### src/source/soc_bus_pkg.sv
package soc_bus_pkg;

    typedef logic [31:0] addr_t;    // bus byte address
    typedef logic [63:0] data_t;
    typedef logic [31:0] word_t;    // one ram entry
    typedef logic [2:0]  ls_type_t;

    // bit 2 marks unsigned loads
    localparam ls_type_t LS_B  = 3'b000;
    localparam ls_type_t LS_H  = 3'b001;
    localparam ls_type_t LS_W  = 3'b010;
    localparam ls_type_t LS_D  = 3'b011;
    localparam ls_type_t LS_BU = 3'b100;
    localparam ls_type_t LS_HU = 3'b101;
    localparam ls_type_t LS_WU = 3'b110;

    localparam addr_t RAM_BASE  = 32'h8000_0000;
    localparam int    RAM_WORDS = 2048;
    localparam int    RAM_IDX_W = 11;
    localparam addr_t RAM_BYTES = addr_t'(RAM_WORDS * 4);

    localparam addr_t MTIMECMP_ADDR  = 32'h0200_4000;
    localparam addr_t MTIME_ADDR     = 32'h0200_BFF8;
    localparam data_t MTIMECMP_RESET = 64'h0000_0000_8000_0000;

    localparam addr_t PLIC_BASE       = 32'h0C00_0000;
    localparam addr_t PLIC_SPAN       = 32'h0040_0000;  // whole plic window
    localparam addr_t PLIC_PENDING    = PLIC_BASE + 32'h0000_1000;
    localparam addr_t PLIC_ENABLE0    = PLIC_BASE + 32'h0000_2000;
    localparam addr_t PLIC_THRESH0    = PLIC_BASE + 32'h0020_0000;
    localparam addr_t PLIC_CLAIM0     = PLIC_THRESH0 + 32'h0000_0004;
    localparam addr_t PLIC_EN_STRIDE  = 32'h0000_0080;  // enable block per context
    localparam addr_t PLIC_CTX_STRIDE = 32'h0000_1000;  // threshold/claim per context

    localparam int NUM_IRQ_SRC = 2;   // ids 1 and 2
    localparam int NUM_CTX     = 2;   // machine and supervisor contexts
    localparam int PRIO_W      = 3;
    localparam int IRQ_ID_W    = $clog2(NUM_IRQ_SRC + 1);

    typedef logic [PRIO_W-1:0]    prio_t;
    typedef logic [IRQ_ID_W-1:0]  irq_id_t;
    typedef logic [NUM_IRQ_SRC:1] irq_vec_t;  // bit n belongs to source id n

    // target of the current access as decoded in the front end
    typedef logic [1:0] target_t;
    localparam target_t TGT_RAM   = 2'd0;
    localparam target_t TGT_TIMER = 2'd1;
    localparam target_t TGT_PLIC  = 2'd2;
    localparam target_t TGT_NONE  = 2'd3;

    typedef struct packed {
        addr_t    addr;
        data_t    wdata;
        ls_type_t ls_type;
        logic     write;
    } bus_req_t;

    typedef struct packed {
        logic  ack;     // one cycle
        data_t rdata;
    } tgt_rsp_t;

    typedef enum logic {FRONT_IDLE, FRONT_BUSY} front_state_t;

endpackage

### src/source/bus_response.sv
module bus_response (
    input  logic                  CLOCK_50,
    input  logic                  KEY0,
    input  logic                  start,
    input  soc_bus_pkg::target_t  target,
    input  soc_bus_pkg::tgt_rsp_t ram_rsp,
    input  soc_bus_pkg::tgt_rsp_t plic_rsp,
    input  soc_bus_pkg::tgt_rsp_t timer_rsp,
    output logic                  complete,
    output logic                  done,
    output soc_bus_pkg::data_t    rdata
);

    logic               none_ack_q;   // stands in for a missing target
    logic               any_ack;
    soc_bus_pkg::data_t sel_data;

    assign any_ack = ram_rsp.ack | plic_rsp.ack | timer_rsp.ack | none_ack_q;

    // only one target acks at a time
    always_comb begin
        if (ram_rsp.ack) begin
            sel_data = ram_rsp.rdata;
        end else if (plic_rsp.ack) begin
            sel_data = plic_rsp.rdata;
        end else if (timer_rsp.ack) begin
            sel_data = timer_rsp.rdata;
        end else begin
            sel_data = '0;              // unmapped reads give zero
        end
    end

    always_ff @(posedge CLOCK_50 or negedge KEY0) begin
        if (!KEY0) begin
            none_ack_q <= 1'b0;
            done       <= 1'b0;
            complete   <= 1'b0;
        end else begin
            none_ack_q <= start && (target == soc_bus_pkg::TGT_NONE);
            done       <= any_ack;
            complete   <= any_ack;  // frees the front end
        end
    end

    always_ff @(posedge CLOCK_50) begin
        if (any_ack) rdata <= sel_data;
    end

endmodule

### config.mk
export PLATFORM = sky130hd
export DESIGN_NAME = bus_response
export DESIGN_NICKNAME = d
export VERILOG_FILES = /design/src/source/soc_bus_pkg.sv /design/src/source/bus_response.sv
export SDC_FILE = /design/constraint.sdc
export NUM_CORES = 1
export LEC_CHECK = 0
export ABC_AREA = 1
export BUFFER_PORTS_ARGS = -buffer_cell sky130_fd_sc_hd__buf_4
export CORE_ASPECT_RATIO = 0.5
export CORE_MARGIN = 2
export CORE_UTILIZATION = 47
export CTS_BUF_LIST = sky130_fd_sc_hd__clkbuf_4
export CTS_CLUSTER_SIZE = 12
export DETAILED_ROUTE_END_ITERATION = 8
export PLACE_DENSITY = 0.89
export SETUP_SLACK_MARGIN = 0.4
export SYNTH_ARGS = -nofsm -noshare
export SYNTH_HDL_FRONTEND = slang
export SYNTH_SLANG_ARGS = --single-unit
### constraint.sdc
create_clock -name CLOCK_50 -period 5.39 [get_ports CLOCK_50]
set_input_delay 0 -clock CLOCK_50 [delete_from_list [all_inputs] [get_ports CLOCK_50]]
set_output_delay 0 -clock CLOCK_50 [all_outputs]
set_load 0.05 [all_outputs]
==> flow_summary.ini <==
[clock_tree]
path_clk_slew_ns = 0.13
root_buffer = clkbuf_4
clock-sinks = 66
clock_latency_ns = 0.43
clock_path_buffers = 2
cts_max_level = 3
cts_inserted_buffers = 9
cts_tree = built

[finish]
antennaDiodeCount = 0
mostFrequentLayoutCells = buf_4, nor2_1, nand2_1
multiInputGateArea_mm2 = 0.00170
fin_nets = 1121
seq_area_mm2 = 0.00197
nFillCells = 365
final_common_cell = buf_4
syn_to_final_growth_pct = 86.0
stdcell_count = 1038
layout-drive-gt1-share_pct = 30.9

[placement]
place_inst = 899
place.gp.congestion = 0.840
dp_hpwl_um = 8960
port_buffers = 265
dpl_worst_slack_ns = 3.44

[yosys]
synth_compound_area_share_pct = 0
syn_inst = 555
avgSynthCellArea_um2 = 7.00
syn-cell-area_mm2 = 0.00388
ys_types = 9
synthXorXnorAreaFrac_pct = 0
synth_fa_ha_area_share_pct = 0
ys_seq_area_share_pct = 50.8
synth_warnings = 0
ys_ff_latch = 66
synth_nets = 755
synthSimpleGateAreaFrac_pct = 43.8
synthMuxAreaShare_pct = 0
synth_top_family_by_area = simple AND/OR/NAND/NOR gates

[timing]
relSlewSlack_pct = 46.8
worstMarginPinSlew_ns = 0.797
setup_viol = 0
timing.final.crit_share_pct = 50.6
setup_slack_ns = 2.66
setup_tns_ns = 0
fmax_mhz = 366
hold_viol = 0
fin_skew_ns = 0.0187
fin_crit_ns = 2.73
rsz0062_at_grt = no
final_max_slew_viol_count = 0

[die]
dieArea_mm2 = 0.00905
die_w_um = 133
fp-row-count = 23
start_util_pct = 48.5
coreArea_mm2 = 0.00800
fp.dieH_um = 68.3
io_pins = 266

[worst_setup_path]
reg2reg_depth = 3
r2r_start = none_ack_q
timing_worst_setup_path_type = input port to flip-flop
crit_family = buffers and inverters
start_kind = input port
path_cells = dlygate4sd3_1 > buf_4 > clkinv_2 > buf_4 > nand2_1 > nor2_1 > nor2_1 > dlygate4sd3_1
cp_num_buf_inv = 5
crit_fanout = 65
end_kind = flip-flop
r2r_end = rdata[31]
cp_slowest_cell = buf_4
max_stage_delay_ns = 0.66
r2r_slack_ns = 3.74
critical_path_arrival_ns = 2.91
cp_data_required_time_ns = 5.57

[drt]
wl_per_cell_um = 16.4
wl_um = 17000
drcViolationCount = 0
dr.pass1.iters = 5
vias = 5351
drt_iter0_markers = 490
drtAntennaViolNets = 0
vias_per_cell = 5.16

[grt]
antenna_found_initial = 0
use_met2_pct = 69.2
met3_usage_pct = 9.33
grt_pass1_vias = 5283
gr-total-overflow = 0
grt_pass1_wl_um = 24500
top_usage_layer = met2
grt_start_max_net_pins = 71
grt_util_all_layers_pct = 35.5
gr-usage-met1_pct = 32.7

[min_path]
hold_class = input port to flip-flop
min_to = rdata[44]
hold_depth = 5
hp-start = plic_rsp[44]

[pwr]
peakVddDrop_mv = 0.148
power_density_mw_per_mm2 = 228
p_leak_uw = 0.00356

[job]
drv_cap = 0

[outcome]
status = completed
## how the worst max path moves through the flow
stage                              from         to  slack (ns)  depth (start not counted)
after global placement    timer_rsp[64]  rdata[32]        3.50                          4
final                       ram_rsp[64]  rdata[48]        2.66                          8
after detailed placement  timer_rsp[64]  rdata[29]        3.44                          4
after global routing        ram_rsp[64]  rdata[48]        2.57                          8
after floorplan            plic_rsp[64]   rdata[0]        3.18                          4
after CTS                   ram_rsp[64]  rdata[35]        2.87                          8
## cell families after synthesis
kind of cell,after synthesis
flip-flops,66
buffers and inverters,37
AND/OR/NAND/NOR,452
## synth_stat cells, drive strengths merged
cell type / n / area, um^2
nor2: 258 / 968
nand2: 193 / 724
edfxtp: 64 / 1920
buf: 34 / 200
clkbuf: 2 / 7.51
dfrtp: 2 / 50.1
and3: 1 / 6.26
inv: 1 / 3.75
## layout make-up
type                    count  share of cell area [%]
repair buffers            391                    44.9
clock inverters             7                    1.30
inverters                   1                  0.0693
flip-flops and latches     66                    27.3
clock buffers               9                   0.935
well taps                 112                    1.94
multi-input cells         452                    23.6
## metrics by stage
step | hold WS [ns] | utilization (%) | power [uW] | cell area, um^2
finish | 0.00215 | 90.3 | 1640 | 7220
global route | 0.0248 | 90.3 | 1700 | 7220
CTS | 0.00130 | 90.3 | 1610 | 7220
detailed placement | -0.217 | 72.9 | 1150 | 5830
global placement | -0.216 | 72.9 | 1140 | 5830
floorplan | -0.296 | - | 944 | 3880
## where the power goes
part / total [uW] / switching, uW / leakage (uW) / internal, uW
logic: 624 / 354 / 0.00279 / 270
clock network: 385 / 198 / 0.0000819 / 187
registers: 636 / 15.7 / 0.000688 / 620
## layer usage
layer | vias to the layer above | part of all wire (%)
li1 | 2432 | -
met1 | 2421 | 32
met2 | 366 | 52
met3 | 132 | 8.2
met4 | 0 | 7.8
met5 | - | 0
## worst min-delay path, cell delays in order
cell and delay (ns):
buf_4 0.08, nand2_1 0.06, nand2_1 0.06, nor2_1 0.04
nor2_1 0.08
## what timing repair did
item,in CTS,in global routing
gates resized for setup,0,0
endpoints found under the hold margin,68,0
setup buffers,0,0
hold buffers,123,0
## sequential cells by signal (all words and copies together) (netlist names)
signal      flops
done            1
none_ack_q      1
rdata          64
No activity file was read; power rests on OpenSTA's default activity.
