$ cat src/source/soc_bus_pkg.sv
package soc_bus_pkg;

    typedef logic [31:0] addr_t;    // bus byte address
    typedef logic [63:0] data_t;
    typedef logic [31:0] word_t;    // one ram entry
    typedef logic [2:0]  ls_type_t;

    // bit 2 marks unsigned loads
    localparam ls_type_t LS_B  = 3'b000;
    localparam ls_type_t LS_H  = 3'b001;
    localparam ls_type_t LS_W  = 3'b010;
    localparam ls_type_t LS_D  = 3'b011;
    localparam ls_type_t LS_BU = 3'b100;
    localparam ls_type_t LS_HU = 3'b101;
    localparam ls_type_t LS_WU = 3'b110;

    localparam addr_t RAM_BASE  = 32'h8000_0000;
    localparam int    RAM_WORDS = 2048;
    localparam int    RAM_IDX_W = 11;
    localparam addr_t RAM_BYTES = addr_t'(RAM_WORDS * 4);

    localparam addr_t MTIMECMP_ADDR  = 32'h0200_4000;
    localparam addr_t MTIME_ADDR     = 32'h0200_BFF8;
    localparam data_t MTIMECMP_RESET = 64'h0000_0000_8000_0000;

    localparam addr_t PLIC_BASE       = 32'h0C00_0000;
    localparam addr_t PLIC_SPAN       = 32'h0040_0000;  // whole plic window
    localparam addr_t PLIC_PENDING    = PLIC_BASE + 32'h0000_1000;
    localparam addr_t PLIC_ENABLE0    = PLIC_BASE + 32'h0000_2000;
    localparam addr_t PLIC_THRESH0    = PLIC_BASE + 32'h0020_0000;
    localparam addr_t PLIC_CLAIM0     = PLIC_THRESH0 + 32'h0000_0004;
    localparam addr_t PLIC_EN_STRIDE  = 32'h0000_0080;  // enable block per context
    localparam addr_t PLIC_CTX_STRIDE = 32'h0000_1000;  // threshold/claim per context

    localparam int NUM_IRQ_SRC = 2;   // ids 1 and 2
    localparam int NUM_CTX     = 2;   // machine and supervisor contexts
    localparam int PRIO_W      = 3;
    localparam int IRQ_ID_W    = $clog2(NUM_IRQ_SRC + 1);

    typedef logic [PRIO_W-1:0]    prio_t;
    typedef logic [IRQ_ID_W-1:0]  irq_id_t;
    typedef logic [NUM_IRQ_SRC:1] irq_vec_t;  // bit n belongs to source id n

    // target of the current access as decoded in the front end
    typedef logic [1:0] target_t;
    localparam target_t TGT_RAM   = 2'd0;
    localparam target_t TGT_TIMER = 2'd1;
    localparam target_t TGT_PLIC  = 2'd2;
    localparam target_t TGT_NONE  = 2'd3;

    typedef struct packed {
        addr_t    addr;
        data_t    wdata;
        ls_type_t ls_type;
        logic     write;
    } bus_req_t;

    typedef struct packed {
        logic  ack;     // one cycle
        data_t rdata;
    } tgt_rsp_t;

    typedef enum logic {FRONT_IDLE, FRONT_BUSY} front_state_t;

endpackage

$ cat src/source/machine_timer.sv
module machine_timer (
    input  logic                  CLOCK_50,
    input  logic                  KEY0,
    input  logic                  start,
    input  soc_bus_pkg::target_t  target,
    input  soc_bus_pkg::bus_req_t cur_req,
    output soc_bus_pkg::tgt_rsp_t rsp,
    output logic                  mtip
);

    logic               sel;
    logic               ack_q;
    soc_bus_pkg::data_t mtime_q;
    soc_bus_pkg::data_t mtimecmp_q;
    soc_bus_pkg::data_t rdata_q;

    assign sel  = start && (target == soc_bus_pkg::TGT_TIMER);
    assign mtip = mtime_q >= mtimecmp_q;

    always_ff @(posedge CLOCK_50 or negedge KEY0) begin
        if (!KEY0) begin
            mtime_q    <= '0;
            mtimecmp_q <= soc_bus_pkg::MTIMECMP_RESET;
            ack_q      <= 1'b0;
        end else begin
            mtime_q <= mtime_q + 64'd1;     // free running
            ack_q   <= sel;
            if (sel && cur_req.write && cur_req.addr == soc_bus_pkg::MTIMECMP_ADDR) begin
                mtimecmp_q <= cur_req.wdata;
            end
        end
    end

    // mtime writes are dropped
    always_ff @(posedge CLOCK_50) begin
        if (sel) begin
            rdata_q <= (cur_req.addr == soc_bus_pkg::MTIME_ADDR) ? mtime_q : mtimecmp_q;
        end
    end

    assign rsp = '{ack: ack_q, rdata: rdata_q};

endmodule

$ cat config.mk
export PLATFORM = sky130hd
export DESIGN_NAME = machine_timer
export DESIGN_NICKNAME = d
export VERILOG_FILES = /design/src/source/soc_bus_pkg.sv /design/src/source/machine_timer.sv
export SDC_FILE = /design/constraint.sdc
export NUM_CORES = 1
export LEC_CHECK = 0
export BUFFER_PORTS_ARGS = -buffer_cell sky130_fd_sc_hd__clkbuf_2
export CAP_MARGIN = 20
export CORE_AREA = 5 5 147 149
export DETAILED_ROUTE_END_ITERATION = 8
export DIE_AREA = 0 0 152 154
export GPL_ROUTABILITY_DRIVEN = 1
export PLACE_DENSITY = 0.7
export RECOVER_POWER = 25
export SYNTH_ARGS = -nofsm -noshare
export SYNTH_HDL_FRONTEND = slang
export SYNTH_SLANG_ARGS = --single-unit
$ cat constraint.sdc
create_clock -name CLOCK_50 -period 3 [get_ports CLOCK_50]
set_input_delay 0.15 -clock CLOCK_50 [delete_from_list [all_inputs] [get_ports CLOCK_50]]
set_output_delay 0.15 -clock CLOCK_50 [all_outputs]
set_load 0.005 [all_outputs]
==> impl_metrics.yaml, run 1 <==
status:
  outcome: "complete, but fails checks"
  violations: "max-capacitance violations, max-slew violations"
detailed_routing:
  totalWireLength_mm: 21.2
  ant_nets: 0
  firstDrtPassIters: 4
  vias: 6884
  via_per_inst: 5.10
  drc: 0
  drtIter0Drc: 361
  wl_per_cell_um: 15.7
setup_path:
  critical_path_class: "register to output port"
  reg2reg_depth: 6
  worst-path-max-fanout: 6
  startpoint: "mtime_q[13]$_DFF_PN0_"
  crit_path_end_kind: "output port"
  crit_chain: "ha_1 -> nand4_1 -> nor2_1 -> a221o_1 -> o31a_1 -> a2111oi_2 -> buf_4 -> o21ai_1 -> clkbuf_2"
  cp_slowest_cell: "dfrtp_1"
  arrival_ns: 2.76
  r2r_slack_ns: 0.60
  endpoint: "mtip"
  critPathMaxStageDelay_ns: 0.45
  r2r_end: "mtime_q[59]$_DFF_PN0_"
  startpoint_type: "register"
  r2r-start: "mtime_q[33]$_DFF_PN0_"
  required_ns: 2.85
place:
  pre_cts_ws_ns: 0.349
  io_buffers: 167
  placed_area_um2: 10700
  post-dp-hpwl_mm: 14.8
  place.gp.congestion: 0.838
floorplan:
  initial_core_util_pct: 47.5
  die-area_um2: 23400
  core_region_area_um2: 20000
  io_pins: 171
  die_h_um: 154
  die-width_um: 152
  num_rows: 52
clock_tree:
  path_clk_slew_ns: 0.07
  cts_tree: "built"
  htreeDepth: 4
  cts_sinks: 193
  root_buffer: "clkbuf_16"
  clock_latency_ns: 0.44
  cts_buffers: 17
  cts.path.max_buffers: 2
finish:
  drive_above_1_share_pct: 28.2
  final_cell_mix: "clkbuf_2 (166), dfrtp_1 (124), nand2_1 (98)"
  area_growth_syn_to_layout_pct: 26.7
  diodes: 0
  layout.nets: 1238
  final_common_cell: "clkbuf_2"
  fin_area_um2: 12100
yosys:
  yosys_warnings: 0
  postSynthAreaPerCell_um2: 11.5
  syn_inst: 826
  synth_ff_type: "dfrtp_1"
  ys_ff_latch: 193
  syn_area_um2: 9520
  async_reset_ff_share_pct: 66.8
  syn_nets: 996
  seq_area_frac_synth_pct: 54.1
  ys_types: 53
  synth_edf_count: 64
timing:
  setup_slack_ns: 0.0913
  finalHoldViolCount: 0
  slew_headroom_pct: -48.5
  fin_skew_ns: 0.0133
  setup_viol: 0
  fin_crit_ns: 2.91
  max_freq_ghz: 0.344
  worst_pin_slew_ns: 2.23
  setup_tns_ns: 0
  final_max_slew_viol_count: 68
  timing.final.crit_share_pct: 97.0
grt:
  grt_pass1_vias: 7156
  grt-ovfl-total: 0
  grt_pass1_wl_mm: 35.4
  grt_usage_pct: 18.5
  antenna_found_initial: 0
  grt_max_degree: 71
hold_path:
  hold_path_depth: 5
  hold_path_class: "input port to register"
power_and_ir_drop:
  ir_worst_vdd_mv: 0.330
  p_per_area_nw_per_um2: 439
  p_leak_uw: 0.00567
flow_run:
  drv_cap: 2
[cell type report]
cell class / count / area [um2]
tap: 270 / 338
clock inverter: 15 / 174
timing repair buffer: 248 / 1640
fill: 1672 / 7980
inverter: 70 / 263
clock buffer: 17 / 425
sequential: 193 / 5160
multi-input combinational: 538 / 4070
[critical path, delay by kind of cell, from the launching register on]
kind	cells	cell delay, ns
buffers and inverters	2	0.30
adder cells (fa/ha/maj)	1	0.34
AO/OA/AOI/OAI	4	0.95
AND/OR/NAND/NOR	2	0.29
flip-flops	1	0.45
[metal layers]
layer  GRT usage (%)  wire, um
met3            3.77       839
met5               0         0
met1            24.5      9610
met4            5.78       346
met2            30.7     10400
[cells by family (layout without fill, tap and decap cells)]
family          after synthesis  after routing  share of synthesized area (%)
compound gates              116            116                           6.81
buf+inv                      95            350                           3.98
xor+xnor                     62             62                           5.78
fa+ha+maj                    65             65                           8.54
flops                       193            193                           54.1
simple gates                230            230                           13.1
mux                          65             65                           7.69
[state kept, by name (all words and copies together), names as in the netlist]
register	count
mtime_q	64
ack_q	1
mtimecmp_q	64
rdata_q	64
[how the worst min path moves through the flow]
stage,from,to,slack (ns)
final,cur_req[88],rdata_q[2]$_DFFE_PP_,0.31
after CTS,KEY0,mtimecmp_q[8]$_DFFE_PN0P_,0.23
after floorplan,KEY0,ack_q$_DFF_PN0_,-0.15
after global routing,cur_req[86],rdata_q[3]$_DFFE_PP_,0.34
after detailed placement,KEY0,mtimecmp_q[8]$_DFFE_PN0P_,0.17
after global placement,KEY0,mtimecmp_q[8]$_DFFE_PN0P_,0.17
[synth_stat cells, types with 8 or more instances]
cell	n	share of area (%)
xor2_1	19	1.7
mux2_2	61	7.2
edfxtp_1	64	20
a21o_1	13	1.0
a21oi_1	22	1.2
nor2_1	18	0.71
o21ai_0	68	3.6
clkbuf_1	16	0.63
inv_1	70	2.8
dfrtp_1	128	34
and3_1	11	0.72
ha_1	65	8.5
xnor2_1	42	3.9
nand2_1	98	3.9
nand4_1	30	2.0
nand3_1	23	1.2
nor3_1	8	0.42
[per-stage QoR]
| step | utilization, % | hold WS, ns | cells | total power [uW] |
|---|---|---|---|---|
| finish | 60.2 | 0.309 | 1351 | 5290 |
| global route | 60.2 | 0.343 | 1351 | 5470 |
| CTS | 60.0 | 0.227 | 1349 | 5340 |
| detailed placement | 53.5 | 0.168 | 1250 | 2950 |
| global placement | 53.5 | 0.166 | 1250 | 2940 |
| floorplan | - | -0.146 | 826 | 2810 |
[report_power, final]
part,leakage [uW],internal [uW],total (uW),switching (uW)
Clock,0.000293,1260,2330,1080
Combinational,0.00299,120,216,95.2
Sequential,0.00238,2730,2740,5.96
Total,0.00567,4110,5290,1180
[repair_timing]
| action | 4_1_cts | 5_1_grt |
|---|---|---|
| setup buffers | 2 | 2 |
| pin swaps | 1 | 3 |
| setup endpoints to repair | 1 | 1 |
| hold endpoints to repair | 100 | 0 |
| gates resized for setup | 8 | 9 |
| hold buffers | 65 | 0 |
| gates cloned | 0 | 0 |
Note: power is estimated with default switching activity, not from simulation.
==> run 2, diff against run 1 <==
Settings changed: RECOVER_POWER 25 to default.
==> run 2 against run 1 <==
Effect of this change: die area did not move; via count barely moved; non-clock buffer count did not move; register-to-register slack barely moved; combinational power barely moved; fmax rose by 0.23%; clock power barely moved; critical endpoint unchanged; first-iteration DRC count did not move; sequential power barely moved; cell count did not move; the flow now finishes without violations; worst setup slack improved by 0.0066 ns; worst hold slack got worse by 0.082 ns.
==> impl_metrics.yaml, run 2 (synthesis results as in run 1) <==
grt:
  grt_pass1_vias: 7156
  grt-ovfl-total: 0
  grt_pass1_wl_mm: 35.4
  grt_max_degree: 71
  antenna_found_initial: 0
  grt_usage_pct: 18.5
timing:
  finalHoldViolCount: 0
  slew_headroom_pct: 39.4
  max_freq_ghz: 0.345
  timing.final.crit_share_pct: 96.7
  worst_pin_slew_ns: 0.909
  setup_viol: 0
  final_max_slew_viol_count: 0
  fin_skew_ns: 0.0134
  fin_crit_ns: 2.90
  setup_slack_ns: 0.0978
floorplan:
  num_rows: 52
  die-width_um: 152
  core_region_area_um2: 20000
  die-area_um2: 23400
  io_pins: 171
  die_h_um: 154
  initial_core_util_pct: 47.5
clock_tree:
  root_buffer: "clkbuf_16"
  cts.path.max_buffers: 2
  cts_tree: "built"
  htreeDepth: 4
  cts_buffers: 17
  cts_sinks: 193
  clock_latency_ns: 0.44
  path_clk_slew_ns: 0.08
place:
  post-dp-hpwl_mm: 14.8
  place.gp.congestion: 0.838
  placed_area_um2: 10700
  place_inst: 1250
  io_buffers: 167
  pre_cts_ws_ns: 0.349
detailed_routing:
  drc: 0
  drtIter0Drc: 361
  ant_nets: 0
  via_per_inst: 5.10
  wl_per_cell_um: 15.7
  firstDrtPassIters: 5
  vias: 6886
  totalWireLength_mm: 21.2
power_and_ir_drop:
  ir_worst_vdd_mv: 0.330
  p_clk_share_pct: 44.1
  p_switching_uw: 1180
  pwr-share-comb_pct: 4.1
  pwr-share-seq_pct: 51.8
  p_per_area_nw_per_um2: 438
  p_leak_uw: 0.00568
  power_switching_share_pct: 22.3
  internal_power_uw: 4110
hold_path:
  hold_path_class: "input port to async pin"
finish:
  diodes: 0
  area_growth_syn_to_layout_pct: 26.8
  fin_area_um2: 12100
  layout.nets: 1238
  drive_above_1_share_pct: 28.5
  final_common_cell: "clkbuf_2"
  final_cell_mix: "clkbuf_2 (166), dfrtp_1 (124), nand2_1 (98)"
  fin_cells: 1351
  reg_top3: "mtime_q: 64 flops, mtimecmp_q: 64 flops, rdata_q: 64 flops"
  n_fill_cell: 1668
setup_path:
  cp_slowest_cell: "dfrtp_1"
  required_ns: 2.85
  cp_top_family: "compound AO/OA/AOI/OAI gates"
  arrival_ns: 2.75
  worst-path-max-fanout: 6
  critical_path_class: "register to output port"
  crit_chain: "ha_1 -> nand4_1 -> nor2_1 -> a221o_1 -> o31a_1 -> a2111oi_2 -> buf_4 -> o21ai_1 -> clkbuf_2"
  crit_path_end_kind: "output port"
  path_buf_inv: 2
  critPathMaxStageDelay_ns: 0.45
  startpoint_type: "register"
status:
  outcome: "complete, no violations"
flow_run:
  drv_cap: 0
## run 2: cell type report
type                            count  area [um2]  area share, %
Multi-Input combinational cell    538        4070           33.7
Inverter                           70         263           2.18
Sequential cell                   193        5160           42.7
Timing Repair Buffer              248        1650           13.6
Clock inverter                     15         174           1.44
Clock buffer                       17         425           3.52
Tap cell                          270         338           2.80
## run 2: final timing paths
kind                            slack [ns]                        from                         end  cells after the start
worst max-delay path                   0.1       mtime_q[13]$_DFF_PN0_                        mtip                      9
worst min-delay path                  0.23                        KEY0   mtimecmp_q[8]$_DFFE_PN0P_                      2
worst max register to register        0.60       mtime_q[33]$_DFF_PN0_       mtime_q[59]$_DFF_PN0_                      6
worst min register to register        0.49  mtimecmp_q[15]$_DFFE_PN0P_  mtimecmp_q[15]$_DFFE_PN0P_                      1
max in group asynchronous             1.82                        KEY0  mtimecmp_q[31]$_DFFE_PN1P_                      3
min in group CLOCK_50                 0.23                   target[1]             ack_q$_DFF_PN0_                      3
## run 2: what timing repair did
item	in CTS	in global routing
hold buffers	65	0
pin swaps	1	3
setup endpoints to repair	1	1
setup buffers	2	2
gates resized for setup	8	9
endpoints found under the hold margin	100	0
## run 2: power groups by stage
stage | clock network [uW] | registers (uW) | logic, uW
final | 2330 | 2740 | 217
after global placement | 0 | 2790 | 152
after detailed placement | 0 | 2790 | 154
after CTS | 2380 | 2740 | 221
after floorplan | 0 | 2790 | 15.5
after global routing | 2490 | 2740 | 243
## run 2: stage by stage
stage / util (%) / setup TNS [ns] / hold slack, ns / power, uW
floorplan: - / 0 / -0.146 / 2810
global placement: 53.5 / 0 / 0.166 / 2940
detailed placement: 53.5 / 0 / 0.168 / 2950
CTS: 60.0 / 0 / 0.227 / 5340
global route: 60.3 / -0.0108 / 0.247 / 5470
finish: 60.3 / 0 / 0.227 / 5290
## run 2: layer usage
metal / routed length, um / global-route usage (%)
met5: 0 / 0
met4: 346 / 5.78
met3: 858 / 3.77
met2: 10400 / 30.7
met1: 9580 / 24.5
## run 2: worst register-to-register path: cells and delay by family, from the launching register on
family                    cells  cell delay [ns]
xor gates and xnor gates      1             0.15
DFF                           1             0.48
and+or+nand+nor               5             1.66
