[src/source/soc_bus_pkg.sv]
package soc_bus_pkg;

    typedef logic [31:0] addr_t;    // bus byte address
    typedef logic [63:0] data_t;
    typedef logic [31:0] word_t;    // one ram entry
    typedef logic [2:0]  ls_type_t;

    // bit 2 marks unsigned loads
    localparam ls_type_t LS_B  = 3'b000;
    localparam ls_type_t LS_H  = 3'b001;
    localparam ls_type_t LS_W  = 3'b010;
    localparam ls_type_t LS_D  = 3'b011;
    localparam ls_type_t LS_BU = 3'b100;
    localparam ls_type_t LS_HU = 3'b101;
    localparam ls_type_t LS_WU = 3'b110;

    localparam addr_t RAM_BASE  = 32'h8000_0000;
    localparam int    RAM_WORDS = 2048;
    localparam int    RAM_IDX_W = 11;
    localparam addr_t RAM_BYTES = addr_t'(RAM_WORDS * 4);

    localparam addr_t MTIMECMP_ADDR  = 32'h0200_4000;
    localparam addr_t MTIME_ADDR     = 32'h0200_BFF8;
    localparam data_t MTIMECMP_RESET = 64'h0000_0000_8000_0000;

    localparam addr_t PLIC_BASE       = 32'h0C00_0000;
    localparam addr_t PLIC_SPAN       = 32'h0040_0000;  // whole plic window
    localparam addr_t PLIC_PENDING    = PLIC_BASE + 32'h0000_1000;
    localparam addr_t PLIC_ENABLE0    = PLIC_BASE + 32'h0000_2000;
    localparam addr_t PLIC_THRESH0    = PLIC_BASE + 32'h0020_0000;
    localparam addr_t PLIC_CLAIM0     = PLIC_THRESH0 + 32'h0000_0004;
    localparam addr_t PLIC_EN_STRIDE  = 32'h0000_0080;  // enable block per context
    localparam addr_t PLIC_CTX_STRIDE = 32'h0000_1000;  // threshold/claim per context

    localparam int NUM_IRQ_SRC = 2;   // ids 1 and 2
    localparam int NUM_CTX     = 2;   // machine and supervisor contexts
    localparam int PRIO_W      = 3;
    localparam int IRQ_ID_W    = $clog2(NUM_IRQ_SRC + 1);

    typedef logic [PRIO_W-1:0]    prio_t;
    typedef logic [IRQ_ID_W-1:0]  irq_id_t;
    typedef logic [NUM_IRQ_SRC:1] irq_vec_t;  // bit n belongs to source id n

    // target of the current access as decoded in the front end
    typedef logic [1:0] target_t;
    localparam target_t TGT_RAM   = 2'd0;
    localparam target_t TGT_TIMER = 2'd1;
    localparam target_t TGT_PLIC  = 2'd2;
    localparam target_t TGT_NONE  = 2'd3;

    typedef struct packed {
        addr_t    addr;
        data_t    wdata;
        ls_type_t ls_type;
        logic     write;
    } bus_req_t;

    typedef struct packed {
        logic  ack;     // one cycle
        data_t rdata;
    } tgt_rsp_t;

    typedef enum logic {FRONT_IDLE, FRONT_BUSY} front_state_t;

endpackage

[src/source/bus_front.sv]
module bus_front (
    input  logic                  CLOCK_50,
    input  logic                  KEY0,
    input  logic                  req_valid,
    input  soc_bus_pkg::bus_req_t bus_req,
    input  logic                  complete,
    output logic                  start,
    output soc_bus_pkg::bus_req_t cur_req,
    output soc_bus_pkg::target_t  target
);

    soc_bus_pkg::front_state_t state_q;
    logic                      captured_q;  // request taken last cycle
    soc_bus_pkg::target_t      target_d;

    // address map decode on the held request
    always_comb begin
        if (cur_req.addr >= soc_bus_pkg::RAM_BASE &&
            cur_req.addr < soc_bus_pkg::RAM_BASE + soc_bus_pkg::RAM_BYTES) begin
            target_d = soc_bus_pkg::TGT_RAM;
        end else if (cur_req.addr == soc_bus_pkg::MTIME_ADDR ||
                     cur_req.addr == soc_bus_pkg::MTIMECMP_ADDR) begin
            target_d = soc_bus_pkg::TGT_TIMER;
        end else if (cur_req.addr >= soc_bus_pkg::PLIC_BASE &&
                     cur_req.addr < soc_bus_pkg::PLIC_BASE + soc_bus_pkg::PLIC_SPAN) begin
            target_d = soc_bus_pkg::TGT_PLIC;
        end else begin
            target_d = soc_bus_pkg::TGT_NONE;  // unmapped
        end
    end

    always_ff @(posedge CLOCK_50 or negedge KEY0) begin
        if (!KEY0) begin
            state_q    <= soc_bus_pkg::FRONT_IDLE;
            captured_q <= 1'b0;
            start      <= 1'b0;
            target     <= soc_bus_pkg::TGT_NONE;
        end else begin
            captured_q <= 1'b0;
            start      <= captured_q;   // one pulse per request
            if (captured_q) begin
                target <= target_d;
            end
            case (state_q)
                soc_bus_pkg::FRONT_IDLE: begin
                    if (req_valid) begin
                        state_q    <= soc_bus_pkg::FRONT_BUSY;
                        captured_q <= 1'b1;
                    end
                end
                soc_bus_pkg::FRONT_BUSY: begin
                    if (complete) state_q <= soc_bus_pkg::FRONT_IDLE;
                end
                default: state_q <= soc_bus_pkg::FRONT_IDLE;
            endcase
        end
    end

    // request held for the whole transaction
    always_ff @(posedge CLOCK_50) begin
        if (state_q == soc_bus_pkg::FRONT_IDLE && req_valid) begin
            cur_req <= bus_req;
        end
    end

endmodule

[config.mk]
export PLATFORM = sky130hd
export DESIGN_NAME = bus_front
export DESIGN_NICKNAME = d
export VERILOG_FILES = /design/src/source/soc_bus_pkg.sv /design/src/source/bus_front.sv
export SDC_FILE = /design/constraint.sdc
export NUM_CORES = 1
export LEC_CHECK = 0
export ABC_AREA = 1
export BUFFER_PORTS_ARGS = -buffer_cell sky130_fd_sc_hd__buf_4
export CORE_MARGIN = 3
export CORE_UTILIZATION = 43
export DETAILED_ROUTE_END_ITERATION = 16
export PLACE_DENSITY = 0.79
export RECOVER_POWER = 25
export SYNTH_ARGS = -nofsm -noshare
export SYNTH_HDL_FRONTEND = slang
export SYNTH_SLANG_ARGS = --single-unit
[constraint.sdc]
create_clock -name CLOCK_50 -period 3.4 [get_ports CLOCK_50]
set_clock_uncertainty 0.2 [all_clocks]
set_input_delay 0.34 -clock CLOCK_50 [delete_from_list [all_inputs] [get_ports CLOCK_50]]
set_output_delay 0.34 -clock CLOCK_50 [all_outputs]
set_load 0.05 [all_outputs]
==> results of run 1 <==
-- synthesized netlist by cell type --
library cell    n  area, um^2
nand4_1         1        6.26
nand3_1         3        15.0
inv_2           2        7.51
nor2_2          4        25.0
nand3b_1        1        7.51
nand2_1        30         113
edfxtp_1      100        3000
inv_1          12        45.0
or2_1           1        6.26
dfrtp_1         3        75.1
dfstp_2         2        52.6
nor2_1         22        82.6
o21ai_0         1        5.00
-- per-stage QoR --
stage | cells | util | hold slack, ns
after global placement | 491 | 0.662 | -0.0571
after detailed placement | 491 | 0.662 | -0.0515
after floorplan | 182 | - | -0.156
-- cells by family after synthesis --
kind of cell           share of synthesized area
flip-flops                                 0.909
AO/OA/AOI/OAI                            0.00145
buffers and inverters                     0.0153
AND/OR/NAND/NOR                           0.0741
==> impl_metrics.env, run 1 <==
export IMPL_dpl_cell_area_um2=5140
export IMPL_cts_hold_buf=102
export IMPL_error="[ERROR RSZ-0060] Max buffer count reached."
export IMPL_clock_sinks=105
export IMPL_root_buffer="clkbuf_8"
export IMPL_cts_resized=0
export IMPL_die_h_um=95.5
export IMPL_syn_area_um2=3440
export IMPL_place_hpwl_um=6280
export IMPL_io_pin_count=207
export IMPL_yosysWarnings=0
export IMPL_h_tree_depth=3
export IMPL_cts_inserted_buffers=9
export IMPL_ys_seq_area_frac=0.909
export IMPL_avgSynthCellArea_um2=18.9
export IMPL_cts_setup_buffers=0
export IMPL_synth_cell_types=13
export IMPL_failed_stage="4_1_cts"
export IMPL_status="aborted with a tool error"
export IMPL_rows=32
export IMPL_die_w_um=95.5
export IMPL_initial_core_util=0.443
export IMPL_yosys_register_bits=105
export IMPL_syn_num_nets=286
export IMPL_clockBufferDepth=2
export IMPL_syn_inst=182
export IMPL_pre_cts_ws_ns=1.43
export IMPL_place_congestion=0.771
export IMPL_portBuffers=206
==> inputs of run 2 (changes only) <==
CORE_UTILIZATION = 32   (was 43)
PLACE_DENSITY = unset   (was 0.79)
PLACE_DENSITY_LB_ADDON = 0.15   (was unset)
==> run 2 against run 1 <==
Compared with the run above: the flow now finishes without violations; synthesized cell count unchanged; area after synthesis unchanged.
==> impl_metrics.env, run 2 <==
export IMPL_yosys_register_bits=105
export IMPL_slowest_delay_ns=0.41
export IMPL_slew_violations=0
export IMPL_period_needed_ns=1.89
export IMPL_grt_pass1_wl_um=14000
export IMPL_p_per_area_nw_per_um2=472
export IMPL_crit_path_start="state_q"
export IMPL_vdd_drop_max_mv=0.375
export IMPL_ys_seq_area_frac=0.909
export IMPL_critPathArrivalTime_ns=1.73
export IMPL_status="completed"
export IMPL_synth_commonest_cells="100 x edfxtp_1, 30 x nand2_1, 22 x nor2_1"
export IMPL_largest_reg_flops=100
export IMPL_drc=0
export IMPL_path_cells="inv_1, nand2_1, inv_4, buf_12"
export IMPL_antenna_cells=0
export IMPL_place_congestion=0.753
export IMPL_h_tree_depth=3
export IMPL_total_leakage_power_nw=2.68
export IMPL_syn_area_um2=3440
export IMPL_max_flop_register="cur_req"
export IMPL_cp_start_kind="flip-flop"
export IMPL_die_h_um=110
export IMPL_root_buffer="clkbuf_8"
export IMPL_core_area_um2=10400
export IMPL_setup_tns_ns=0
export IMPL_grt_pass1_vias=2841
export IMPL_synth_most_common_cell="edfxtp_1"
export IMPL_slew_headroom=0.630
export IMPL_p_int_mw=2.09
export IMPL_worst_endpoint_required_ns=3.24
export IMPL_power_share_clock=0.241
export IMPL_detail_route_antenna_nets=0
export IMPL_wl_per_cell_um=14.6
export IMPL_io_pin_count=207
export IMPL_clockBufferDepth=2
export IMPL_cts_tree="built"
export IMPL_clk_pin_slew_ns=0.10
export IMPL_p_sw_frac=0.306
export IMPL_cap_violations=0
export IMPL_antenna_found_initial=0
export IMPL_place_hpwl_um=6150
export IMPL_avgSynthCellArea_um2=18.9
export IMPL_synth_cell_types=13
export IMPL_final_common_cell="buf_4"
export IMPL_worst_slew_pin_slew_ns=0.555
export IMPL_die_w_um=110
export IMPL_rsz0062_at_grt="false"
export IMPL_fin_util=0.613
export IMPL_pwr_share_seq=0.524
export IMPL_rows=37
export IMPL_pre_cts_ws_ns=1.52
export IMPL_async_flop_share=0.0476
export IMPL_clock_sinks=105
export IMPL_dp_cells=525
export IMPL_wirelength_um=9410
export IMPL_overflow=0
export IMPL_final_hold_viol_count=0
export IMPL_portBuffers=206
export IMPL_power_frac_comb=0.235
export IMPL_p_switching_mw=0.924
export IMPL_vias=2700
export IMPL_setup_viol=0
export IMPL_reg2reg_from="state_q"
export IMPL_setup_worst_path_end_class="flip-flop"
export IMPL_dieArea_um2=12000
export IMPL_initial_core_util=0.331
export IMPL_yosysTopAreaCell="edfxtp_1"
export IMPL_fin_ws_ns=1.51
export IMPL_mostFrequentLayoutCells="133 x buf_4, 102 x dlygate4sd3_1, 100 x edfxtp_1, 72 x clkbuf_4, 30 x nand2_1"
export IMPL_cts_inserted_buffers=9
export IMPL_syn_num_nets=286
export IMPL_crit_slowest_cell="inv_4"
export IMPL_instances_no_fill=643
export IMPL_grt_start_max_net_pins=59
export IMPL_finalCritPeriodShare=0.555
export IMPL_drt_iter0_drc=96
export IMPL_syn_inst=182
export IMPL_r2r_slack_ns=1.51
export IMPL_firstDrtPassIters=4
export IMPL_clock_latency_ns=0.36
export IMPL_path_max_fanout=58
export IMPL_synthFlopType="edfxtp_1"
export IMPL_synth_edf_count=100
export IMPL_reg_top3="cur_req x100, target x2"
export IMPL_hp_class="primary input to flip-flop"
export IMPL_final_nets=606
export IMPL_fmax_ghz=0.530
export IMPL_yosys_top_cells_area="edfxtp_1 87%, nand2_1 3.3%, nor2_1 2.4%, dfrtp_1 2.2%, dfstp_2 1.5%"
export IMPL_viasPerCell=4.20
export IMPL_gr_usage_all_layers=0.159
export IMPL_yosysWarnings=0
export IMPL_syn2layout_area_growth_pct=85.4
export IMPL_drive_above_1_share=0.454
export IMPL_synth_top_area_share=0.872
export IMPL_finalPower_mw=3.02
export IMPL_critPathKind="flip-flop to flip-flop"
export IMPL_hold_start="req_valid"
run 2: worst paths after layout:
| check | to | depth (start not counted) |
|---|---|---|
| worst max-delay path | cur_req[81] | 4 |
| worst min-delay path | state_q | 3 |
| worst max register to register | cur_req[81] | 4 |
| worst min register to register | start | 0 |
| max in group asynchronous | target[1] | 2 |
| min in group asynchronous | start | 2 |
run 2: area by class of cell:
type	count	area [um^2]
sequential	105	3130
tap	136	170
fill	761	4030
clock buffer	10	128
timing repair buffer	309	2580
multi-input combinational	63	260
clock inverter	6	57.6
inverter	14	55.1
run 2: logic make-up (layout without fill, tap and decap cells):
logic type      after synthesis  count (layout)  share of synthesized area
buf+inv                      14             339                     0.0153
simple gates                 62              62                     0.0741
flops                       105             105                      0.909
compound gates                1               1                    0.00145
run 2: critical path: cells and delay by family, from the launching register on:
family	cells	cell delay, ns
buffers and inverters	3	0.83
DFF	1	0.38
and+or+nand+nor	1	0.09
run 2: power groups by stage:
stage / Combinational (mW) / Clock [mW] / Sequential (mW)
after floorplan: 0.0560 / 0 / 1.92
final: 0.710 / 0.726 / 1.58
after CTS: 0.718 / 0.753 / 1.58
after detailed placement: 0.622 / 0 / 1.61
after global placement: 0.619 / 0 / 1.60
after global routing: 0.748 / 0.813 / 1.59
run 2: per-stage QoR:
| stage | hold slack [ns] | instance area, um^2 |
|---|---|---|
| 2_1_floorplan | -0.156 | 3440 |
| 3_3_place_gp | -0.0540 | 5180 |
| 3_5_place_dp | -0.0526 | 5180 |
| 4_1_cts | 0.0520 | 6390 |
| 5_1_grt | 0.0710 | 6380 |
| 6_report | 0.0722 | 6380 |
run 2: what timing repair did:
item | CTS | global route
hold endpoints to repair | 106 | 0
gates resized for setup | 0 | 0
hold buffers | 102 | 0
buffers inserted | 0 | 0
run 2: layer usage:
metal / vias up / GRT usage / wire length, um
met5: - / 0 / 0
met4: 0 / 0.0606 / 151
met3: 11 / 0.0846 / 1170
met2: 151 / 0.265 / 4650
met1: 1253 / 0.170 / 3440
li1: 1285 / - / -
Power figures use the tool's default switching activity.
==> inputs of run 3 (changes only) <==
clock period = 1.8 ns   (was 3.4 ns; I/O delays follow)
==> run 3 against run 2 <==
Compared with the run above: sequential power is 89% higher; clock-buffer cell count is 1 lower; design area is 0.98% higher; critical path depth stayed put; clock power is 110% higher; critical endpoint is now cur_req[23]; largest power group unchanged.
==> impl_metrics.env, run 3 (synthesized netlist as in run 2, its figures left out) <==
export IMPL_grt_pass1_vias=2809
export IMPL_place_hpwl_um=6270
export IMPL_drc=0
export IMPL_final_hold_viol_count=0
export IMPL_cp_start_kind="flip-flop"
export IMPL_place_congestion=0.756
export IMPL_die_h_um=110
export IMPL_final_nets=609
export IMPL_rsz0062_at_grt="false"
export IMPL_slowest_delay_ns=0.37
export IMPL_syn2layout_area_growth_pct=87.2
export IMPL_grt_pass1_wl_um=13700
export IMPL_antenna_cells=0
export IMPL_critPathBufInv=3
export IMPL_final_common_cell="buf_4"
export IMPL_drt_iter0_drc=107
export IMPL_grt_start_max_net_pins=76
export IMPL_mostFrequentLayoutCells="131 x buf_4, 104 x dlygate4sd3_1, 100 x edfxtp_1, 75 x clkbuf_4, 29 x nand2_1"
export IMPL_max_flop_register="cur_req"
export IMPL_cts_inserted_buffers=9
export IMPL_drive_above_1_share=0.457
export IMPL_slew_headroom=0.730
export IMPL_vdd_drop_max_mv=0.532
export IMPL_clock_latency_ns=0.35
export IMPL_cp_top_family="buffers and inverters"
export IMPL_status="completed"
export IMPL_cap_violations=0
export IMPL_finalCritPeriodShare=0.840
export IMPL_clockBufferDepth=2
export IMPL_dieArea_um2=12000
export IMPL_detail_route_antenna_nets=0
export IMPL_path_max_fanout=75
export IMPL_core_area_um2=10400
export IMPL_root_buffer="clkbuf_8"
export IMPL_final_fill_count=754
export IMPL_path_cells="inv_1, nand2_2, clkinvlp_4, buf_12"
export IMPL_clk_pin_slew_ns=0.09
export IMPL_wl_per_cell_um=14.4
export IMPL_hp_class="primary input to async pin"
export IMPL_setup_worst_path_end_class="flip-flop"
export IMPL_rows=37
export IMPL_r2r_slack_ns=0.29
export IMPL_worst_slew_pin_slew_ns=0.405
export IMPL_fmax_ghz=0.661
export IMPL_setup_tns_ns=0
export IMPL_largest_reg_flops=100
export IMPL_firstDrtPassIters=4
export IMPL_period_needed_ns=1.51
export IMPL_vias=2642
export IMPL_cts_tree="built"
export IMPL_die_w_um=110
export IMPL_overflow=0
export IMPL_worst_endpoint_required_ns=1.61
export IMPL_critPathArrivalTime_ns=1.33
export IMPL_initial_core_util=0.331
export IMPL_viasPerCell=4.09
export IMPL_portBuffers=206
export IMPL_total_leakage_power_nw=2.70
export IMPL_p_per_area_nw_per_um2=905
export IMPL_h_tree_depth=3
export IMPL_critPathKind="flip-flop to flip-flop"
export IMPL_setup_viol=0
export IMPL_antenna_found_initial=0
export IMPL_finalPower_mw=5.83
export IMPL_io_pin_count=207
export IMPL_gr_usage_all_layers=0.154
export IMPL_crit_slowest_cell="dfrtp_1"
export IMPL_reg_top3="cur_req x100, target x2"
export IMPL_slew_violations=0
export IMPL_clock_sinks=105
export IMPL_cts_setup_buffers=0
export IMPL_wirelength_um=9290
run 3: stage by stage:
step	setup WS (ns)	area [um^2]	hold WS (ns)	util	std cells
after CTS	0.303	6450	0.0727	0.619	646
after detailed placement	0.313	5190	-0.211	0.499	526
after global placement	0.316	5190	-0.213	0.499	526
after global routing	0.190	6450	0.177	0.619	646
after floorplan	-0.677	3450	-0.316	-	182
final	0.288	6450	0.157	0.619	646
run 3: final timing paths:
kind	startpoint	endpoint	cells after the start
min	KEY0	target[1]	2
min in group CLOCK_50	captured_q	start	0
max in group asynchronous	KEY0	captured_q	3
max reg2reg	state_q	cur_req[23]	4
min reg2reg	captured_q	start	0
max	state_q	cur_req[23]	4
run 3: final cells by class:
| type | instances | area, um^2 | share of cell area |
|---|---|---|---|
| multi-input cells | 63 | 263 | 0.0408 |
| flip-flops and latches | 105 | 3130 | 0.486 |
| inverters | 14 | 56.3 | 0.00873 |
| clock buffers | 9 | 124 | 0.0192 |
| repair buffers | 312 | 2610 | 0.405 |
| clock inverters | 7 | 92.6 | 0.0144 |
| well taps | 136 | 170 | 0.0264 |
run 3: where the power goes:
group          switching, mW  internal (mW)  total [mW]
combinational          0.837          0.512        1.35
sequential            0.0739           2.91        2.98
clock                  0.823          0.682        1.50
total                   1.73           4.10        5.83
run 3: what timing repair did:
item | in CTS | in global routing
gates resized for setup | 0 | 0
hold buffers | 104 | 0
endpoints found under the hold margin | 106 | 0
run 3: metal layers:
layer	share of wire	up-vias	wire length, um	GRT usage
met5	0	-	0	0
met4	0.0094	0	87	0.0508
li1	-	1293	-	-
met1	0.36	1205	3340	0.158
met3	0.13	7	1190	0.0828
met2	0.50	137	4660	0.266
==> inputs of run 4 (changes only) <==
clock period = 1.4 ns   (was 1.8 ns; I/O delays follow)
==> run 4 against run 3 <==
Compared with the run above: the flow now finishes with violations (negative hold slack, negative setup slack); first-iteration DRC count rose by 26%; total power grew 27%; sequential share of layout area decreased by 0.50 points; critical path depth shrank 3; design area grew 1.0%; clock-buffer cell count rose by 3; worst setup slack lost 0.29 ns; via count is 3.6% higher; largest cell class unchanged; highest routed layer unchanged.
==> impl_metrics.env, run 4 (synthesized netlist as in run 2, its figures left out) <==
export IMPL_fmax_ghz=0.712
export IMPL_finalCritPeriodShare=1.00
export IMPL_max_flop_register="cur_req"
export IMPL_io_pin_count=207
export IMPL_path_max_fanout=2
export IMPL_crit_slowest_cell="dfstp_2"
export IMPL_wl_per_cell_um=15.2
export IMPL_vdd_drop_max_mv=0.702
export IMPL_cts_hold_buf=103
export IMPL_slowest_delay_ns=0.57
export IMPL_status="finished, violations left"
export IMPL_whs_ns=-0.154
export IMPL_drt_iter0_drc=135
export IMPL_crit_path_start="target[0]"
export IMPL_total_leakage_power_nw=2.74
export IMPL_initial_core_util=0.331
export IMPL_setup_viol=1
export IMPL_detail_route_antenna_nets=0
export IMPL_final_fill_count=786
export IMPL_slew_violations=0
export IMPL_drc=0
export IMPL_worst_slew_pin_slew_ns=0.189
export IMPL_reg_top3="cur_req x100, target x2"
export IMPL_clockBufferDepth=2
export IMPL_hp_class="primary input to flip-flop"
export IMPL_viasPerCell=4.20
export IMPL_final_common_cell="buf_4"
export IMPL_grt_pass1_vias=2878
export IMPL_vias=2736
export IMPL_dieArea_um2=12000
export IMPL_grt_pass1_wl_um=14400
export IMPL_cts_inserted_buffers=9
export IMPL_slew_headroom=0.874
export IMPL_dpl_cell_area_um2=5250
export IMPL_reg2regPathDepth=4
export IMPL_wirelength_um=9880
export IMPL_drive_above_1_share=0.458
export IMPL_final_nets=614
export IMPL_antenna_cells=0
export IMPL_hold_start="req_valid"
export IMPL_rsz0062_at_grt="true"
export IMPL_root_buffer="clkbuf_8"
export IMPL_cts_tree="built"
export IMPL_die_h_um=110
export IMPL_core_area_um2=10400
export IMPL_period_needed_ns=1.40
export IMPL_critPathBufInv=1
export IMPL_r2r_slack_ns=0.04
export IMPL_clk_pin_slew_ns=0.08
export IMPL_clock_sinks=105
export IMPL_worst_endpoint_required_ns=1.06
export IMPL_fin_area_um2=6520
export IMPL_gr_usage_all_layers=0.165
export IMPL_critPathArrivalTime_ns=1.06
export IMPL_fin_ws_ns=-0.00458
export IMPL_setup_worst_path_end_class="output pin"
export IMPL_cp_start_kind="flip-flop"
export IMPL_firstDrtPassIters=4
export IMPL_cap_violations=0
export IMPL_r2r_end="cur_req[28]"
export IMPL_syn2layout_area_growth_pct=89.2
export IMPL_largest_reg_flops=100
export IMPL_rows=37
export IMPL_final_hold_viol_count=1
export IMPL_place_hpwl_um=6680
export IMPL_place_congestion=0.801
export IMPL_overflow=0
export IMPL_antenna_found_initial=0
export IMPL_cp_top_family="flip-flops"
export IMPL_p_per_area_nw_per_um2=1140
export IMPL_grt_start_max_net_pins=27
export IMPL_crit_path_end="target[0]"
export IMPL_path_cells="buf_8"
export IMPL_portBuffers=206
export IMPL_reg2reg_from="state_q"
export IMPL_mostFrequentLayoutCells="153 x buf_4, 103 x dlygate4sd3_1, 100 x edfxtp_1, 48 x clkbuf_4, 29 x nand2_1"
export IMPL_die_w_um=110
export IMPL_h_tree_depth=3
export IMPL_critical_path_cell_count=1
export IMPL_critPathKind="flip-flop to output pin"
export IMPL_clock_latency_ns=0.35
export IMPL_violations="negative hold slack, negative setup slack"
-- run 4: per-layer routing --
| metal | up-vias | wire length [um] | track usage |
|---|---|---|---|
| li1 | 1300 | - | - |
| met4 | 0 | 188 | 0.0730 |
| met3 | 13 | 1130 | 0.0752 |
| met5 | - | 0 | 0 |
| met1 | 1275 | 3610 | 0.181 |
| met2 | 148 | 4940 | 0.273 |
-- run 4: power by group --
group | internal [mW] | leakage [nW] | switching (mW) | total (mW)
clock | 0.819 | 0.0918 | 0.930 | 1.75
combinational | 0.716 | 1.64 | 1.10 | 1.81
sequential | 3.74 | 1.00 | 0.105 | 3.84
total | 5.27 | 2.74 | 2.13 | 7.40
-- run 4: cell type report --
class | count | area (um^2) | area share
Clock buffer | 12 | 135 | 0.0207
Inverter | 14 | 56.3 | 0.00864
Multi-Input combinational cell | 63 | 270 | 0.0415
Sequential cell | 105 | 3130 | 0.481
Tap cell | 136 | 170 | 0.0261
Timing Repair Buffer | 317 | 2710 | 0.416
Clock inverter | 4 | 43.8 | 0.00672
-- run 4: how the worst min path moves through the flow --
| stage | endpoint | slack [ns] | cells past startpoint |
|---|---|---|---|
| final | state_q | -0.15 | 3 |
| after global routing | state_q | -0.16 | 3 |
| after CTS | state_q | -0.17 | 3 |
| after detailed placement | start | -0.25 | 1 |
| after global placement | start | -0.25 | 1 |
| after floorplan | captured_q | -0.36 | 0 |
-- run 4: stage by stage --
step / setup slack, ns / setup TNS (ns) / total power [mW] / std cells / util
6_report: -0.00458 / -0.00458 / 7.40 / 651 / 0.625
5_1_grt: -0.0588 / -3.68 / 7.73 / 651 / 0.625
4_1_cts: -0.0390 / -0.0651 / 7.48 / 649 / 0.623
3_5_place_dp: -0.0396 / -0.624 / 5.46 / 530 / 0.504
3_3_place_gp: -0.0311 / -0.491 / 5.44 / 530 / 0.504
2_1_floorplan: -1.08 / -108.92 / 4.81 / 182 / -
-- run 4: timing repair --
action / in CTS / in global routing
resized for setup: 8 / 6
setup endpoints to repair: 19 / 108
pin swaps: 0 / 3
hold endpoints to repair: 106 / 1
buffers inserted: 0 / 2
